$ cat src/hw/cart_pkg.sv
//////////////////////////////////////////////////
// cartridge load front end shared definitions
// widths, header addresses, quirk bit positions
// and lightgun sensor delays
//////////////////////////////////////////////////
`default_nettype none

package cart_pkg;

	//////////////////////////////////////////////////
	// stream widths
	//////////////////////////////////////////////////

	// loader byte address and data word
	localparam int load_addr_w = 25;
	localparam int word_w = 16;
	// word address toward rom memory, byte address without bit 0
	localparam int ram_addr_w = 24;

	typedef logic [load_addr_w-1:0] load_addr_t;
	typedef logic [word_w-1:0] word_t;

	//////////////////////////////////////////////////
	// header layout
	//////////////////////////////////////////////////

	// region letters live in these two words
	localparam load_addr_t hdr_region_lo = 25'h1F0;
	localparam load_addr_t hdr_region_hi = 25'h1F2;
	// first word past the header
	localparam load_addr_t hdr_end = 25'h200;

	// product id spans five words from here
	localparam load_addr_t id_addr_first = 25'h182;
	// id is complete by the time this word is written
	localparam load_addr_t id_addr_decode = 25'h18C;

	// eight ascii characters
	typedef logic [63:0] product_id_t;

	// compatibility quirk flags, one bit each
	typedef logic [7:0] quirk_t;
	localparam int quirk_sram = 0;
	localparam int quirk_eeprom = 1;
	localparam int quirk_noram = 2;
	localparam int quirk_fifo = 3;
	localparam int quirk_pier = 4;
	localparam int quirk_svp = 5;
	localparam int quirk_fmbusy = 6;
	localparam int quirk_schan = 7;

	//////////////////////////////////////////////////
	// lightgun sensor delays
	//////////////////////////////////////////////////
	localparam int gun_delay_w = 8;
	localparam logic [gun_delay_w-1:0] gun_delay_default = 8'd44;
	localparam logic [gun_delay_w-1:0] gun_delay_mk1533 = 8'd100;
	localparam logic [gun_delay_w-1:0] gun_delay_t95096 = 8'd52;
	localparam logic [gun_delay_w-1:0] gun_delay_t95136 = 8'd30;
	localparam logic [gun_delay_w-1:0] gun_delay_mk1658 = 8'd120;
	localparam logic [gun_delay_w-1:0] gun_delay_t081156 = 8'd126;

	// cheat code is flags, address, compare, replace, 32 bits each
	localparam int code_w = 128;
	typedef logic [code_w-1:0] code_t;

endpackage

`default_nettype wire

$ cat src/hw/rom_write_sync.sv
//////////////////////////////////////////////////
// rom write synchronizer
// hands each cartridge word to rom memory over a
// toggle req/ack pair and stalls the loader
//////////////////////////////////////////////////
`timescale 1ns/100ps
`default_nettype none

module rom_write_sync (
	input wire clk_sys,
	input wire rst,
	input wire cart_active,
	input wire load_wr,
	input wire cart_pkg::load_addr_t load_addr,
	input wire cart_pkg::word_t load_wdata,
	input wire ram_ack,
	output logic load_wait,
	output logic ram_req,
	output logic [cart_pkg::ram_addr_w-1:0] ram_addr,
	output cart_pkg::word_t ram_wdata
);

	import cart_pkg::*;

	logic cart_wr;

	// only rom image words go to memory, cheat data never does
	assign cart_wr = cart_active & load_wr;

	//////////////////////////////////////////////////
	// request toggle and loader wait
	//////////////////////////////////////////////////
	always_ff @(posedge clk_sys) begin
		if (rst) begin
			load_wait <= 1'b0;
			ram_req <= 1'b0;
		end else if (cart_wr) begin
			// new write, flip req and hold the loader off
			load_wait <= 1'b1;
			ram_req <= ~ram_req;
		end else if (load_wait && (ram_ack == ram_req)) begin
			// memory caught up with the toggle
			load_wait <= 1'b0;
		end
	end

	//////////////////////////////////////////////////
	// address and data hold
	//////////////////////////////////////////////////
	// stays put until the next strobe, so stable through the ack
	always_ff @(posedge clk_sys) begin
		if (cart_wr) begin
			// word address, drop the byte select bit
			ram_addr <= load_addr[load_addr_w-1:1];
			// image is big endian, memory wants the bytes swapped
			ram_wdata <= {load_wdata[word_w/2-1:0], load_wdata[word_w-1:word_w/2]};
		end
	end

endmodule

`default_nettype wire

$ cat src/hw/header_region.sv
//////////////////////////////////////////////////
// header region scan
// picks the J, U and E region letters out of the
// cartridge header and flags header completion
//////////////////////////////////////////////////
`timescale 1ns/100ps
`default_nettype none

module header_region (
	input wire clk_sys,
	input wire rst,
	input wire cart_active,
	input wire load_wr,
	input wire cart_pkg::load_addr_t load_addr,
	input wire cart_pkg::word_t load_wdata,
	output logic region_j,
	output logic region_u,
	output logic region_e,
	output logic header_ready
);

	import cart_pkg::*;

	logic old_active;
	logic stream_start;
	logic stream_end;
	logic cart_wr;
	logic [2:0] hit_lo;
	logic [2:0] hit_hi;
	logic [2:0] hit;

	// one header byte to {j, u, e}
	function automatic logic [2:0] region_of(input logic [7:0] b);
		if (b == "J") begin
			return 3'b100;
		end else if (b == "U") begin
			return 3'b010;
		end else if (b >= "0" && b <= "Z") begin
			// any other letter or digit counts as europe
			return 3'b001;
		end
		return 3'b000;
	endfunction

	// stream edges from the delayed level
	assign stream_start = cart_active & ~old_active;
	assign stream_end = ~cart_active & old_active;
	assign cart_wr = cart_active & load_wr;

	//////////////////////////////////////////////////
	// byte classification
	//////////////////////////////////////////////////
	always_comb begin
		hit_lo = 3'b000;
		hit_hi = 3'b000;
		// low byte counts in both region words
		if (load_addr == hdr_region_lo || load_addr == hdr_region_hi) begin
			hit_lo = region_of(load_wdata[7:0]);
		end
		// high byte only in the first one
		if (load_addr == hdr_region_lo) begin
			hit_hi = region_of(load_wdata[15:8]);
		end
	end

	assign hit = hit_lo | hit_hi;

	//////////////////////////////////////////////////
	// flag registers
	//////////////////////////////////////////////////
	always_ff @(posedge clk_sys) begin
		if (rst) begin
			old_active <= 1'b0;
			{region_j, region_u, region_e} <= 3'b000;
			header_ready <= 1'b0;
		end else begin
			old_active <= cart_active;
			// flags are sticky within a stream, cleared when a new one starts
			{region_j, region_u, region_e} <=
				(stream_start ? 3'b000 : {region_j, region_u, region_e}) |
				(cart_wr ? hit : 3'b000);
			if (cart_wr && load_addr == hdr_end) begin
				header_ready <= 1'b1;
			end else if (stream_end) begin
				header_ready <= 1'b0;
			end
		end
	end

endmodule

`default_nettype wire

$ cat src/hw/cart_quirk_table.sv
//////////////////////////////////////////////////
// cartridge quirk table
// collects the product id from the header and
// looks up quirk flags and lightgun settings
//////////////////////////////////////////////////
`timescale 1ns/100ps
`default_nettype none

module cart_quirk_table (
	input wire clk_sys,
	input wire rst,
	input wire cart_active,
	input wire load_wr,
	input wire cart_pkg::load_addr_t load_addr,
	input wire cart_pkg::word_t load_wdata,
	output cart_pkg::quirk_t quirks,
	output logic gun_type,
	output logic [cart_pkg::gun_delay_w-1:0] gun_delay
);

	import cart_pkg::*;

	product_id_t product_id;
	logic old_active;
	logic stream_start;
	logic cart_wr;
	logic decode;
	quirk_t id_quirk;
	logic id_gun_type;
	logic [gun_delay_w-1:0] id_gun_delay;

	assign cart_wr = cart_active & load_wr;
	assign stream_start = cart_active & ~old_active;
	assign decode = cart_wr && (load_addr == id_addr_decode);

	//////////////////////////////////////////////////
	// product id capture
	//////////////////////////////////////////////////
	// id starts on the odd byte 0x183, so words are realigned
	always_ff @(posedge clk_sys) begin
		if (cart_wr) begin
			if (load_addr == id_addr_first)
				product_id[63:56] <= load_wdata[15:8];
			if (load_addr == id_addr_first + 25'd2)
				product_id[55:40] <= {load_wdata[7:0], load_wdata[15:8]};
			if (load_addr == id_addr_first + 25'd4)
				product_id[39:24] <= {load_wdata[7:0], load_wdata[15:8]};
			if (load_addr == id_addr_first + 25'd6)
				product_id[23:8] <= {load_wdata[7:0], load_wdata[15:8]};
			if (load_addr == id_addr_first + 25'd8)
				product_id[7:0] <= load_wdata[7:0];
		end
	end

	//////////////////////////////////////////////////
	// id lookup
	//////////////////////////////////////////////////
	always_comb begin
		id_quirk = '0;
		case (product_id)
			"T-081276", "T-81406 ", "T-081586", "T-81576 ", "T-81476 ":
				id_quirk[quirk_sram] = 1'b1;
			"MK-1215 ", "G-4060  ", "00001211", "MK-1228 ", "G-5538  ",
			"00004076", "T-12046 ", "T-12053 ", "G-4524  ":
				id_quirk[quirk_eeprom] = 1'b1;
			// fake ram check in this one
			"T-113016": id_quirk[quirk_noram] = 1'b1;
			"T-89016 ": id_quirk[quirk_fifo] = 1'b1;
			"T-574023", "T-574013": id_quirk[quirk_pier] = 1'b1;
			// svp coprocessor titles
			"MK-1229 ", "G-7001  ": id_quirk[quirk_svp] = 1'b1;
			"T-35036 ", "T-25073 ", "MK-1137-": id_quirk[quirk_fmbusy] = 1'b1;
			"T-68???-": id_quirk[quirk_schan] = 1'b1;
			default: id_quirk = '0;
		endcase
	end

	// gun type 1 is the alternate reload style
	always_comb begin
		id_gun_type = 1'b0;
		case (product_id)
			"MK-1533 ": id_gun_delay = gun_delay_mk1533;
			"T-95096-": begin
				id_gun_type = 1'b1;
				id_gun_delay = gun_delay_t95096;
			end
			"T-95136-": begin
				id_gun_type = 1'b1;
				id_gun_delay = gun_delay_t95136;
			end
			"MK-1658 ": id_gun_delay = gun_delay_mk1658;
			"T-081156": id_gun_delay = gun_delay_t081156;
			default: id_gun_delay = gun_delay_default;
		endcase
	end

	//////////////////////////////////////////////////
	// result registers
	//////////////////////////////////////////////////
	always_ff @(posedge clk_sys) begin
		if (rst) begin
			old_active <= 1'b0;
			quirks <= '0;
			gun_type <= 1'b0;
			gun_delay <= gun_delay_default;
		end else begin
			old_active <= cart_active;
			// quirks start clean per cartridge, gun settings just follow the id
			quirks <= (stream_start ? quirk_t'('0) : quirks) | (decode ? id_quirk : quirk_t'('0));
			if (decode) begin
				gun_type <= id_gun_type;
				gun_delay <= id_gun_delay;
			end
		end
	end

endmodule

`default_nettype wire

$ cat src/hw/cheat_code_loader.sv
//////////////////////////////////////////////////
// cheat code loader
// builds 128-bit codes from the word stream,
// flags, address, compare and replace words
//////////////////////////////////////////////////
`timescale 1ns/100ps
`default_nettype none

module cheat_code_loader (
	input wire clk_sys,
	input wire rst,
	input wire code_active,
	input wire load_wr,
	input wire cart_pkg::load_addr_t load_addr,
	input wire cart_pkg::word_t load_wdata,
	output cart_pkg::code_t code,
	output logic code_valid,
	output logic code_reset
);

	import cart_pkg::*;

	logic code_wr;
	logic [3:0] offset;
	logic [6:0] slot_lsb;

	assign code_wr = code_active & load_wr;
	// byte offset inside one 16-byte code record
	assign offset = load_addr[3:0];

	// field order is flags at the top, replace at the bottom
	// offset bits 3:2 pick the field, bit 1 the upper half
	assign slot_lsb = {~offset[3], ~offset[2], offset[1], 4'b0000};

	//////////////////////////////////////////////////
	// code assembly
	//////////////////////////////////////////////////
	// words land as given, byte order is up to the code generator
	always_ff @(posedge clk_sys) begin
		if (code_wr && !offset[0]) begin
			code[slot_lsb +: word_w] <= load_wdata;
		end
	end

	//////////////////////////////////////////////////
	// strobes
	//////////////////////////////////////////////////
	always_ff @(posedge clk_sys) begin
		if (rst) begin
			code_valid <= 1'b0;
			code_reset <= 1'b0;
		end else begin
			// replace top word is the last of the record
			code_valid <= code_wr && (offset == 4'd14);
			// first word of the stream wipes the stored codes downstream
			code_reset <= code_wr && (load_addr == '0);
		end
	end

endmodule

`default_nettype wire

$ cat src/hw/cart_load_top.sv
//////////////////////////////////////////////////
// cartridge load front end top level
// splits the loader stream into rom writes,
// header scan, quirk lookup and cheat codes
//////////////////////////////////////////////////
`timescale 1ns/100ps
`default_nettype none

module cart_load_top (
	input wire clk_sys,
	input wire rst,
	// loader side
	input wire load_active,
	input wire load_is_code,
	input wire load_wr,
	input wire cart_pkg::load_addr_t load_addr,
	input wire cart_pkg::word_t load_wdata,
	output logic load_wait,
	// rom memory side
	output logic ram_req,
	input wire ram_ack,
	output logic [cart_pkg::ram_addr_w-1:0] ram_addr,
	output cart_pkg::word_t ram_wdata,
	// header results
	output logic region_j,
	output logic region_u,
	output logic region_e,
	output logic header_ready,
	output cart_pkg::quirk_t quirks,
	output logic gun_type,
	output logic [cart_pkg::gun_delay_w-1:0] gun_delay,
	// cheat codes
	output cart_pkg::code_t code,
	output logic code_valid,
	output logic code_reset
);

	logic cart_active;
	logic code_active;

	// one stream at a time, either rom image or cheat data
	assign cart_active = load_active & ~load_is_code;
	assign code_active = load_active & load_is_code;

	rom_write_sync rom_sync0 (
		.clk_sys, .rst, .cart_active, .load_wr, .load_addr, .load_wdata,
		.ram_ack, .load_wait, .ram_req, .ram_addr, .ram_wdata
	);

	header_region region0 (
		.clk_sys, .rst, .cart_active, .load_wr, .load_addr, .load_wdata,
		.region_j, .region_u, .region_e, .header_ready
	);

	cart_quirk_table quirk0 (
		.clk_sys, .rst, .cart_active, .load_wr, .load_addr, .load_wdata,
		.quirks, .gun_type, .gun_delay
	);

	cheat_code_loader cheat0 (
		.clk_sys, .rst, .code_active, .load_wr, .load_addr, .load_wdata,
		.code, .code_valid, .code_reset
	);

endmodule

`default_nettype wire

$ cat config.mk
export PLATFORM = sky130hd
export DESIGN_NAME = cart_load_top
export DESIGN_NICKNAME = d
export VERILOG_FILES = /design/src/hw/cart_pkg.sv /design/src/hw/rom_write_sync.sv /design/src/hw/header_region.sv /design/src/hw/cart_quirk_table.sv /design/src/hw/cheat_code_loader.sv /design/src/hw/cart_load_top.sv
export SDC_FILE = /design/constraint.sdc
export NUM_CORES = 1
export LEC_CHECK = 0
export BUFFER_PORTS_ARGS = -buffer_cell sky130_fd_sc_hd__buf_4
export CORE_MARGIN = 2
export CORE_UTILIZATION = 54
export CTS_CLUSTER_SIZE = 28
export DETAILED_ROUTE_END_ITERATION = 7
export GPL_ROUTABILITY_DRIVEN = 0
export PLACE_DENSITY_LB_ADDON = 0.3
export SYNTH_ARGS = -nofsm -noshare
export SYNTH_HDL_FRONTEND = slang
export SYNTH_HIERARCHICAL = 1
export SYNTH_SLANG_ARGS = --single-unit
$ cat constraint.sdc
create_clock -name clk_sys -period 4.4 [get_ports clk_sys]
set_clock_uncertainty 0.1 [all_clocks]
set_input_delay 0.88 -clock clk_sys [delete_from_list [all_inputs] [get_ports clk_sys]]
set_output_delay 0.88 -clock clk_sys [all_outputs]
set_load 0.02 [all_outputs]
Yosys cells after proc, flatten, opt, wreduce, memory -nomap -nowiden:

Cells that the tools add are included.

* output and inout bits: 193
* input bits: 47
* bits in registers: 258
* word-level logic and storage cells: 147

* order comparisons: 4
* reduce and logical (&&, ||, !) cells: 24
* add/sub/neg operators: 1
* bitwise operators: 15
* mux-type cells: 37
* shift operators: 2
* equality and inequality tests: 44

Operators with widths (number)
* 64-bit by 63-bit == test with 1-bit output, second input constant: 27
* 25-bit by 9-bit == test with 1-bit output, second input constant: 8
* 128-bit bitwise mux: 1
* 64-bit by 62-bit == test with 1-bit output, second input constant: 2
* 16-bit by 9-bit variable shift with 128-bit output, first input constant: 1
* 16-bit by 9-bit indexed part select with 128-bit output: 1
* 3-bit 2-to-1 mux: 12
* 7-bit case mux with 5 select lines: 1
* 8-bit by 7-bit == test with 1-bit output, second input constant: 4
* 25-bit by 10-bit == test with 1-bit output, second input constant: 1
* 25-bit zero test: 1
* 1-bit 2-to-1 mux: 21
* 8-bit by 6-bit >= comparator with 1-bit output, second input constant: 2
* 8-bit by 7-bit <= comparator with 1-bit output, second input constant: 2
* 8-bit 2-to-1 mux: 2
* 2-bit AND reduction: 5
* 7-bit negation with 9-bit output: 1
* 9-bit OR reduction: 1
* 1-bit logical AND: 8
* 8-bit bitwise OR: 1
* 1-bit bitwise AND: 6
* 1-bit NOT: 6
* 3-bit bitwise OR: 2
* 2-bit OR reduction: 3
* 7 further kinds: 8

Logic depth before layout (Yosys ltp):

Gate-level depths: netlist of the first run.

* depth after elaboration: 11
* gate-level depth with buffers: 8
* depth with buffers taken out: 7

Cells and area by module:

The synthesis of the first run kept the hierarchy.

Modules (own cells, without submodules)
* cheat_code_loader: seq. area each 3883.7 um2, area each 5046.1 um2, times used 1, cells an instance 312
* cart_quirk_table: seq. area each 2242.2 um2, area each 3818.7 um2, times used 1, cells an instance 315
* rom_write_sync: seq. area each 1241.2 um2, area each 1296.2 um2, times used 1, cells an instance 50
* header_region: seq. area each 100.1 um2, area each 490.5 um2, times used 1, cells an instance 63
* cart_load_top: seq. area each 0.0 um2, area each 16.3 um2, times used 1, cells an instance 2

Worst setup path after synthesis of the first run:

No wires, ideal clock.

* kind: input-to-reg
* from: input load_addr[1]
* to: register cheat0.code[112] (enable)
* setup slack: 0.517 ns
* buffers on the path: 1
* stages on the path: 6
* arrival: 3.352 ns
* setup time: 0.430 ns
* data required time: 3.870 ns
* cells stage by stage: inv_1 -> ha_1 -> ha_1 -> buf_2 -> nand2b_1 -> nor4_1

RTL lines
* start: declaration: RTL line cart_load_top.sv:16 `input wire cart_pkg::load_addr_t load_addr,`
* end signal: indexed assignment: RTL line cheat_code_loader.sv:41 `code[slot_lsb +: word_w] <= load_wdata;`
* end: declaration: RTL line cheat_code_loader.sv:16 `output cart_pkg::code_t code,`

Final worst setup path of the first run:

* from: register quirk0.product_id[23]
* to: register quirk0.quirks[1]

* longest elaborated chain between the ends: 5
* elaborated cells on any way between the ends: 13
* classes of those cells: eq/ne: 9; mux: 2; bitwise: 1; reduce/logical: 1

Ends and longest elaborated chain
* start: declaration: RTL line cart_quirk_table.sv:23 `product_id_t product_id;`
* start signal: assignment: RTL line cart_quirk_table.sv:49 `product_id[23:8] <= {load_wdata[7:0], load_wdata[15:8]};`
* 64-bit by 63-bit == test with 1-bit output / 64-bit by 62-bit == test with 1-bit output (equally long branches): RTL line cart_quirk_table.sv:60 `case (product_id)`
* 9-bit OR reduction *: RTL line cart_quirk_table.sv:60
* 1-bit 2-to-1 mux *: RTL line cart_quirk_table.sv:60
* 8-bit 2-to-1 mux *: RTL line cart_quirk_table.sv:109 `quirks <= (stream_start ? quirk_t'('0) : quirks) | (decode ? id_quirk : quirk_t'('0));`
* 8-bit bitwise OR *: RTL line cart_quirk_table.sv:109
* end signal: assignment: RTL line cart_quirk_table.sv:109
* end: declaration: RTL line cart_quirk_table.sv:16 `output cart_pkg::quirk_t quirks,`

Mark *: on every way between the ends. The rest lies on a longest branch, timed or not.
A chain may end at the register's enable or synchronous reset.

==> flow_summary.toml, run 1 <==
[status]
outcome = "finished, violations left"
violations = "DRC"

[pwr]
internal-power_mw = 4.20
netSwitchingFraction_pct = 21.3
p_comb_share_pct = 5.5
power.total_mw = 5.33
vdd_drop_max_v = 0.000377
power.leakage_nw = 4.64
power_density_nw_per_um2 = 389
switchingPower_mw = 1.13
power_frac_clock_pct = 44.2
seq_power_share_pct = 50.4

[clock_tree]
post_cts_buffers = 0
cts_buffers = 27
clk-insertion-delay-late_ns = 0.53
cts.sinks = 257
cts_hold_buf = 0
cts_tree = "built"
cts_buffer_depth = 3
ctsResizeCount = 0
cts-root-buf = "clkbuf_16"
cts_max_level = 1
path_clk_slew_ns = 0.06

[final_layout]
area_growth_pct = 28.5
fillers = 1315
insertedDiodeCount = 0
finalNonFillerCells = 1285
multi_input_area_um2 = 3090
nets = 1049
layout.area.seq_um2 = 7470
stdcell_area_um2 = 13700
drive_above_1_share_pct = 32.6

[synthesis]
syn_avg_cell_area_um2 = 14.4
yosysWarnings = 6
synth_top_area_share_pct = 65.3
post_synth_instance_area_um2 = 10700
synth-seq-area-share_pct = 70.0
synth_enable_flop_cells = 232
async_reset_ff_share_pct = 0
synthFlopType = "edfxtp_1"
synth_seq_cells = 257
synthesis.instances = 742
synth_cell_type_count = 76
yosys.area.top_type = "edfxtp_1"
synth_most_common_cell = "edfxtp_1"
ys_top_cells_by_count = "edfxtp_1, and2_1, nand2_1"
synth_area_leaders = "edfxtp_1, and2_1, dfxtp_1"

[placed_design]
place_area_um2 = 12800
port_buffers = 237
hpwl_mm = 18.8
placedCellCount = 1235

[grt]
overflow = 0
antenna_found_initial = 0
grt_pass1_vias = 7542
grt.total_usage_pct = 27.1
grt_max_degree = 29
grt_pass1_wl_mm = 41.9

[sta]
finalSetupTns_ns = 0
setup_viol = 0
drv_slew = 0
slew_headroom_pct = 27.9
rsz0062_at_grt = "false"
hold_viol_final = 0
timing.final.crit_share_pct = 70.4
max_freq_ghz = 0.323
tightest_slew_ns = 1.07
min_period_ns = 3.10

[drt]
vias_per_cell = 5.90
wl_per_cell_um = 22.2
routed_wl_mm = 28.5
drt_iter0_markers = 772
drc = 1
drtAntennaViolNets = 0
drt_pass1_iterations = 7
routed-via-count = 7578

[run]
drv_cap = 0

[floorplan]
coreArea_um2 = 19400
die_y_um = 145
fp.dieW_um = 145
rows = 51
die_area_um2 = 20900
initial_utilization_pct = 55.0
io_pins = 240

[setup_path]
criticalPathCategory = "flip-flop to flip-flop"
crit_arrival_ns = 3.43
end_kind = "flip-flop"
cp.required_ns = 4.73
startpoint_type = "flip-flop"
path_max_fanout = 8

[min_path]
hp-class = "flip-flop to flip-flop"
-- worst max-delay path, cell delays in order (launching register included) --
cell      delay (ns)
edfxtp_1        0.36
nor4bb_1        0.91
nand3_1         0.33
nor3_1          0.47
a32oi_1         0.17
or3_1           0.39
a221oi_1        0.26
-- per-layer routing --
layer / vias up / GRT usage, % / share of wire, % / wire length [um]
li1: 3372 / - / - / -
met1: 3689 / 33.4 / 37 / 10400
met2: 420 / 44.0 / 49 / 13800
met3: 97 / 8.34 / 10 / 2970
met4: 0 / 12.8 / 4.3 / 1220
met5: - / 0 / 0 / 0
-- through the flow --
stage                     hold slack [ns]  worst slack, ns  util, %
after CTS                           0.353             1.37     70.7
final                               0.352             1.30     70.7
after detailed placement            0.344            0.830     65.9
after floorplan                     0.422            0.517        -
after global routing                0.374             1.08     70.7
after global placement              0.342            0.914     65.9
-- power groups by stage --
stage,Sequential [mW],Combinational (mW),Clock [mW]
global placement,2.74,0.282,0
finish,2.69,0.292,2.36
CTS,2.69,0.290,2.38
global route,2.69,0.310,2.48
floorplan,2.77,0.0913,0
detailed placement,2.74,0.289,0
-- sequential cells by signal, indices dropped and copies added, names as in the netlist, 6 cells and up --
register             flops
quirk0/product_id       64
rom_sync0/ram_addr      24
rom_sync0/ram_wdata     16
cheat0/code            128
quirk0/gun_delay         6
quirk0/quirks            8
-- area by class of cell --
type	instances	share of cell area, %
clock buffers	28	4.96
clock inverters	22	1.83
inverters	4	0.110
multi-input cells	460	22.6
flip-flops and latches	257	54.5
well taps	265	2.42
repair buffers	249	13.6
-- path summary, 6_finish.rpt --
kind,start,to,slack (ns),cells after the start
max,quirk0/product_id[23],quirk0/quirks[1],1.30,6
max reg2reg,quirk0/product_id[23],quirk0/quirks[1],1.30,6
min reg2reg,quirk0/quirks[3],quirk0/quirks[3],0.35,2
min,quirk0/quirks[3],quirk0/quirks[3],0.35,2
-- cells by family after synthesis --
logic type,after synthesis,share of synthesized area [%]
fa+ha+maj,3,0.352
compound gates,47,3.04
mux,3,0.293
buf+inv,26,1.30
simple gates,403,24.8
flops,257,70.0
other cells,1,0.0352
xor+xnor,2,0.164
-- cells in the final DEF, fill, tap and decap left out, drive strengths merged, types with 3 or more instances in the layout --
cell type    n
clkinv      11
a21oi       15
nand4b       6
nor4bb       5
and3        33
clkbuf      28
and4b        4
o21ai        8
nor3        23
nor4b       19
nand3       22
edfxtp     232
nor4        32
nor3b       10
nand4       18
nand3b       8
nand2       36
and3b        3
and2       108
inv          6
clkinvlp     4
and4bb       4
buf        249
or2          3
nor2        34
ha           3
bufinv       5
nand4bb      3
nor2b       10
nand2b      14
dfxtp       25
Note: power is estimated with default switching activity, not from simulation.
==> run 2: changes to the inputs <==
--- a/config.mk
+++ b/config.mk
@@ -7,7 +7,7 @@
 export LEC_CHECK = 0
 export BUFFER_PORTS_ARGS = -buffer_cell sky130_fd_sc_hd__buf_4
 export CORE_MARGIN = 2
-export CORE_UTILIZATION = 54
+export CORE_UTILIZATION = 49
 export CTS_CLUSTER_SIZE = 28
 export DETAILED_ROUTE_END_ITERATION = 7
 export GPL_ROUTABILITY_DRIVEN = 0
==> constraint.sdc (replaced) <==
create_clock -name clk_sys -period 2.6 [get_ports clk_sys]
set_clock_uncertainty 0.1 [all_clocks]
set_input_delay 0.52 -clock clk_sys [delete_from_list [all_inputs] [get_ports clk_sys]]
set_output_delay 0.52 -clock clk_sys [all_outputs]
set_load 0.02 [all_outputs]
==> run 2 against run 1 <==
The flow now finishes without violations. Global-route usage fell by 2.0 points. Sequential power is 69% higher. Critical path depth increased by 1. Clock power grew 60%. Combinational power grew 80%. Core utilization down 4.5 points. Routed wire length is 2.7% higher. Cell count up 3.1%. Setup slack lost 1.2 ns. Maximum frequency is 26% higher. Critical endpoint unchanged. Largest cell class unchanged.
==> flow_summary.toml, run 2 (synthesis gave the netlist of run 1 again) <==
[status]
outcome = "finished, final reports clean"

[setup_path]
path_depth = 7
criticalPathCategory = "flip-flop to flip-flop"
rr_worst_depth = 7
cp_num_buf_inv = 1
r2r_slack_ns = 0.14
cp-startpoint = "quirk0/product_id[15]"
r2r-end = "quirk0/quirks[1]"
cp-endpoint = "quirk0/quirks[1]"
timing.rr.start = "quirk0/product_id[15]"
cp_cell_sequence = "nor4bb_1, buf_4, nand3_2, nor3b_1, a32oi_1, or3_1, a221oi_1"
end_kind = "flip-flop"
startpoint_type = "flip-flop"
crit_arrival_ns = 2.78
path_max_fanout = 7
cp.required_ns = 2.93
cpMaxStageDelayCell = "edfxtp_1"
cpLargestDelayFamily = "simple AND/OR/NAND/NOR gates"
critPathMaxStageDelay_ns = 0.39

[drt]
routed-via-count = 7539
drt_pass1_iterations = 5
vias_per_cell = 5.69
drtAntennaViolNets = 0
drt_iter0_markers = 618
drc = 0
routed_wl_mm = 29.2
wl_per_cell_um = 22.1

[clock_tree]
clk-insertion-delay-late_ns = 0.53
path_clk_slew_ns = 0.06
cts_buffer_depth = 3
cts_buffers = 27
cts-root-buf = "clkbuf_16"
post_cts_buffers = 0
cts_hold_buf = 0
cts.sinks = 257
cts_tree = "built"
cts_max_level = 1

[pwr]
power.leakage_nw = 4.82
power_density_nw_per_um2 = 631
vdd_drop_max_v = 0.000562

[final_layout]
largest_reg_flops = 128
regMostFlops = "cheat0/code"
final_common_cell = "buf_4"
nets = 1081
insertedDiodeCount = 0
drive_above_1_share_pct = 34.5
area_growth_pct = 31.6
finalNonFillerCells = 1325
top_regs = "cheat0/code: 128 flops, quirk0/product_id: 64 flops, rom_sync0/ram_addr: 24 flops"
final_cell_mix = "buf_4, edfxtp_1, and2_1"
multi_input_area_um2 = 3140
final_util_pct = 66.2
fillers = 1574
layout.area.seq_um2 = 7470

[sta]
min_period_ns = 2.46
tightest_slew_ns = 0.731
rsz0062_at_grt = "false"
drv_slew = 0
slew_headroom_pct = 51.2
hold_viol_final = 0
hold-worst-slack_ns = 0.101
max_freq_ghz = 0.407
setup_viol = 0
timing.final.crit_share_pct = 94.5

[grt]
overflow = 0
grt.total_usage_pct = 25.1
antenna_found_initial = 0
grtUsageMet3_pct = 5.27
grt_pass1_wl_mm = 43.0
met2_usage_pct = 41.8
gr-max-usage-layer = "met2"
grt_max_degree = 29
grt_use_met1_pct = 33.0
grt_pass1_vias = 7273

[placed_design]
port_buffers = 237
placedCellCount = 1277
hpwl_mm = 19.6

[min_path]
hold-path-cell-count = 1
hp-class = "primary input to flip-flop"
worstHoldStart = "load_addr[9]"

[floorplan]
initial_utilization_pct = 50.3
fp.dieW_um = 152
die_area_um2 = 23000
rows = 53
coreArea_um2 = 21200
io_pins = 240
die_y_um = 152

[run]
drv_cap = 0
run 2: worst min-delay path by stage:
stage,to,slack [ns]
floorplan,region0/region_j,0.42
CTS,rom_sync0/ram_addr[8],0.08
detailed placement,quirk0/quirks[6],0.35
finish,rom_sync0/ram_addr[8],0.10
global placement,quirk0/quirks[5],0.34
global route,rom_sync0/ram_addr[8],0.09
run 2: metrics by stage:
step                power [mW]  instance area, um^2  setup slack [ns]  setup TNS, ns
finish                    8.86                14000             0.143              0
global route              9.09                14000            0.0130              0
CTS                       8.93                14000             0.172              0
detailed placement        5.16                13200            0.0500              0
global placement          5.15                13200            0.0788              0
floorplan                 4.85                10700            -0.319          -5.10
run 2: per-layer routing:
| metal | up-vias | wire [um] |
|---|---|---|
| met5 | - | 0 |
| met4 | 0 | 810 |
| met3 | 67 | 2460 |
| met2 | 366 | 14700 |
| met1 | 3680 | 11300 |
| li1 | 3426 | - |
run 2: power breakdown:
group / internal [mW] / leakage [nW] / total (mW) / switching (mW)
logic: 0.188 / 2.34 / 0.525 / 0.336
registers: 4.53 / 2.05 / 4.55 / 0.0133
clock network: 2.27 / 0.424 / 3.78 / 1.52
run 2: repair_timing:
action / CTS / global route
endpoints found under the setup margin: 0 / 1
endpoints found under the hold margin: 0 / 0
gates resized for setup: 0 / 2
run 2: final cells by class:
cell class	instances	area share [%]
sequential	257	53.2
clock buffer	38	5.25
tap	275	2.45
inverter	4	0.107
timing repair buffer	281	15.7
clock inverter	10	0.927
multi-input combinational	460	22.3
==> run 3: changes to the inputs <==
--- a/config.mk
+++ b/config.mk
@@ -5,7 +5,7 @@
 export SDC_FILE = /design/constraint.sdc
 export NUM_CORES = 1
 export LEC_CHECK = 0
-export BUFFER_PORTS_ARGS = -buffer_cell sky130_fd_sc_hd__buf_4
+export BUFFER_PORTS_ARGS = -buffer_cell sky130_fd_sc_hd__buf_2
 export CORE_MARGIN = 2
 export CORE_UTILIZATION = 49
 export CTS_CLUSTER_SIZE = 28
==> run 3 against run 2 <==
Die area stayed put. Core utilization is 1.9 points lower. Design area is 2.9% lower. Combinational power is 4.2% lower. Sequential cell count stayed put. Hold slack better by 0.019 ns. Clock power is 4% higher. First-iteration DRC count is 21% higher. Cell count is 1.1% higher. Sequential power hardly changed. Total power is 1.4% higher. Maximum frequency is 2.6% lower.
==> flow_summary.toml, run 3 (synthesis gave the netlist of run 1 again) <==
[status]
outcome = "finished, final reports clean"

[final_layout]
final_common_cell = "buf_2"
largest_reg_flops = 128
finalNonFillerCells = 1340
nets = 1095
insertedDiodeCount = 0
final_util_pct = 64.2
layout.area.seq_um2 = 7470
stdcell_area_um2 = 13600
multi_input_area_um2 = 3140
regMostFlops = "cheat0/code"
final_cell_mix = "buf_2, edfxtp_1, and2_1"
fillers = 1613
drive_above_1_share_pct = 35.6
area_growth_pct = 27.8
top_regs = "cheat0/code: 128 flops, quirk0/product_id: 64 flops, rom_sync0/ram_addr: 24 flops"

[floorplan]
die_y_um = 152
io_pins = 240
die_area_um2 = 23000
coreArea_um2 = 21200
fp.dieW_um = 152
initial_utilization_pct = 50.3
rows = 53

[sta]
hold-worst-slack_ns = 0.120
finalSetupTns_ns = 0
max_freq_ghz = 0.396
setup_ws_ns = 0.0766
slew_headroom_pct = 48.0
drv_slew = 0
timing.final.crit_share_pct = 97.1
hold_viol_final = 0
min_period_ns = 2.52
tightest_slew_ns = 0.779
setup_viol = 0

[setup_path]
criticalPathCategory = "flip-flop to flip-flop"
rr_worst_depth = 6
r2r_slack_ns = 0.08
r2r-end = "quirk0/quirks[1]"
end_kind = "flip-flop"
path_max_fanout = 6
cp.required_ns = 2.93
crit_arrival_ns = 2.85
timing.rr.start = "quirk0/product_id[18]"
startpoint_type = "flip-flop"

[grt]
overflow = 0
grt.total_usage_pct = 25.8
grt_pass1_vias = 7570
grt_max_degree = 34
antenna_found_initial = 0
grtUsageMet3_pct = 5.78
gr-max-usage-layer = "met2"
met2_usage_pct = 43.2
grt_pass1_wl_mm = 43.8
grt_use_met1_pct = 33.5

[drt]
wl_per_cell_um = 22.1
drt_iter0_markers = 750
drtAntennaViolNets = 0
routed-via-count = 7628
drt_pass1_iterations = 5
routed_wl_mm = 29.5
vias_per_cell = 5.69
drc = 0

[clock_tree]
path_clk_slew_ns = 0.06
cts_tree = "built"
clk-insertion-delay-late_ns = 0.54
cts-root-buf = "clkbuf_16"
cts_max_level = 1
cts_buffer_depth = 3
post_cts_buffers = 0
cts_buffers = 27
cts.sinks = 257

[pwr]
power.leakage_nw = 4.60
power.total_mw = 8.98
power_density_nw_per_um2 = 659
vdd_drop_max_v = 0.000569

[min_path]
hp-class = "primary input to flip-flop"
min_to = "rom_sync0/ram_addr[21]"
worstHoldStart = "load_addr[22]"
hold-path-cell-count = 1

[placed_design]
place_ws_ns = 0.0684
port_buffers = 237
place_area_um2 = 12700
placedCellCount = 1291
hpwl_mm = 20.5

[run]
drv_cap = 0
-- run 3: changes by cell type in the layout (fill, tap and decap cells not counted), moves of 2 or more --
cell / delta
buf_12: +3
bufinv_16: +2
buf_2: +237
clkbuf_1: -3
clkbuf_8: -2
clkinv_1: +3
buf_4: -226
-- run 3: metal layers --
layer / share of wire [%] / vias to the layer above
met1: 38 / 3705
met5: 0 / -
met2: 51 / 382
met3: 8.3 / 80
li1: - / 3461
met4: 2.9 / 0
-- run 3: power breakdown --
group	leakage [nW]	switching, mW	internal (mW)
Combinational	2.11	0.343	0.160
Sequential	2.05	0.0116	4.53
Clock	0.439	1.53	2.40
-- run 3: worst max-delay path: stages, from the launching register on --
cell and delay [ns]:
edfxtp_1 0.39, nor2_1 0.40, nand3_1 0.25, nor3_1 0.48, a32oi_1 0.17, or3_1 0.38
a221oi_1 0.26
-- run 3: worst max-delay path by stage --
stage	from	to	slack [ns]	depth (start not counted)
3_3_place_gp	load_is_code	quirk0/gun_delay[3]	0.08	8
3_5_place_dp	load_addr[1]	cheat0/code[12]	0.07	8
4_1_cts	quirk0/product_id[57]	quirk0/quirks[1]	0.19	7
6_report	quirk0/product_id[18]	quirk0/quirks[1]	0.08	6
2_1_floorplan	load_addr[1]	cheat0/code[112]	-0.32	6
5_1_grt	quirk0/product_id[23]	quirk0/quirks[1]	-0.02	7
-- run 3: cell type report --
class | instances | area share [%]
sequential | 257 | 54.8
multi-input combinational | 460 | 23.0
timing repair buffer | 295 | 12.9
clock buffer | 33 | 5.12
tap | 275 | 2.52
clock inverter | 16 | 1.51
inverter | 4 | 0.110
-- run 3: repair_timing --
item	CTS	global route
resized for setup	0	3
endpoints found under the setup margin	0	1
hold buffers	0	0
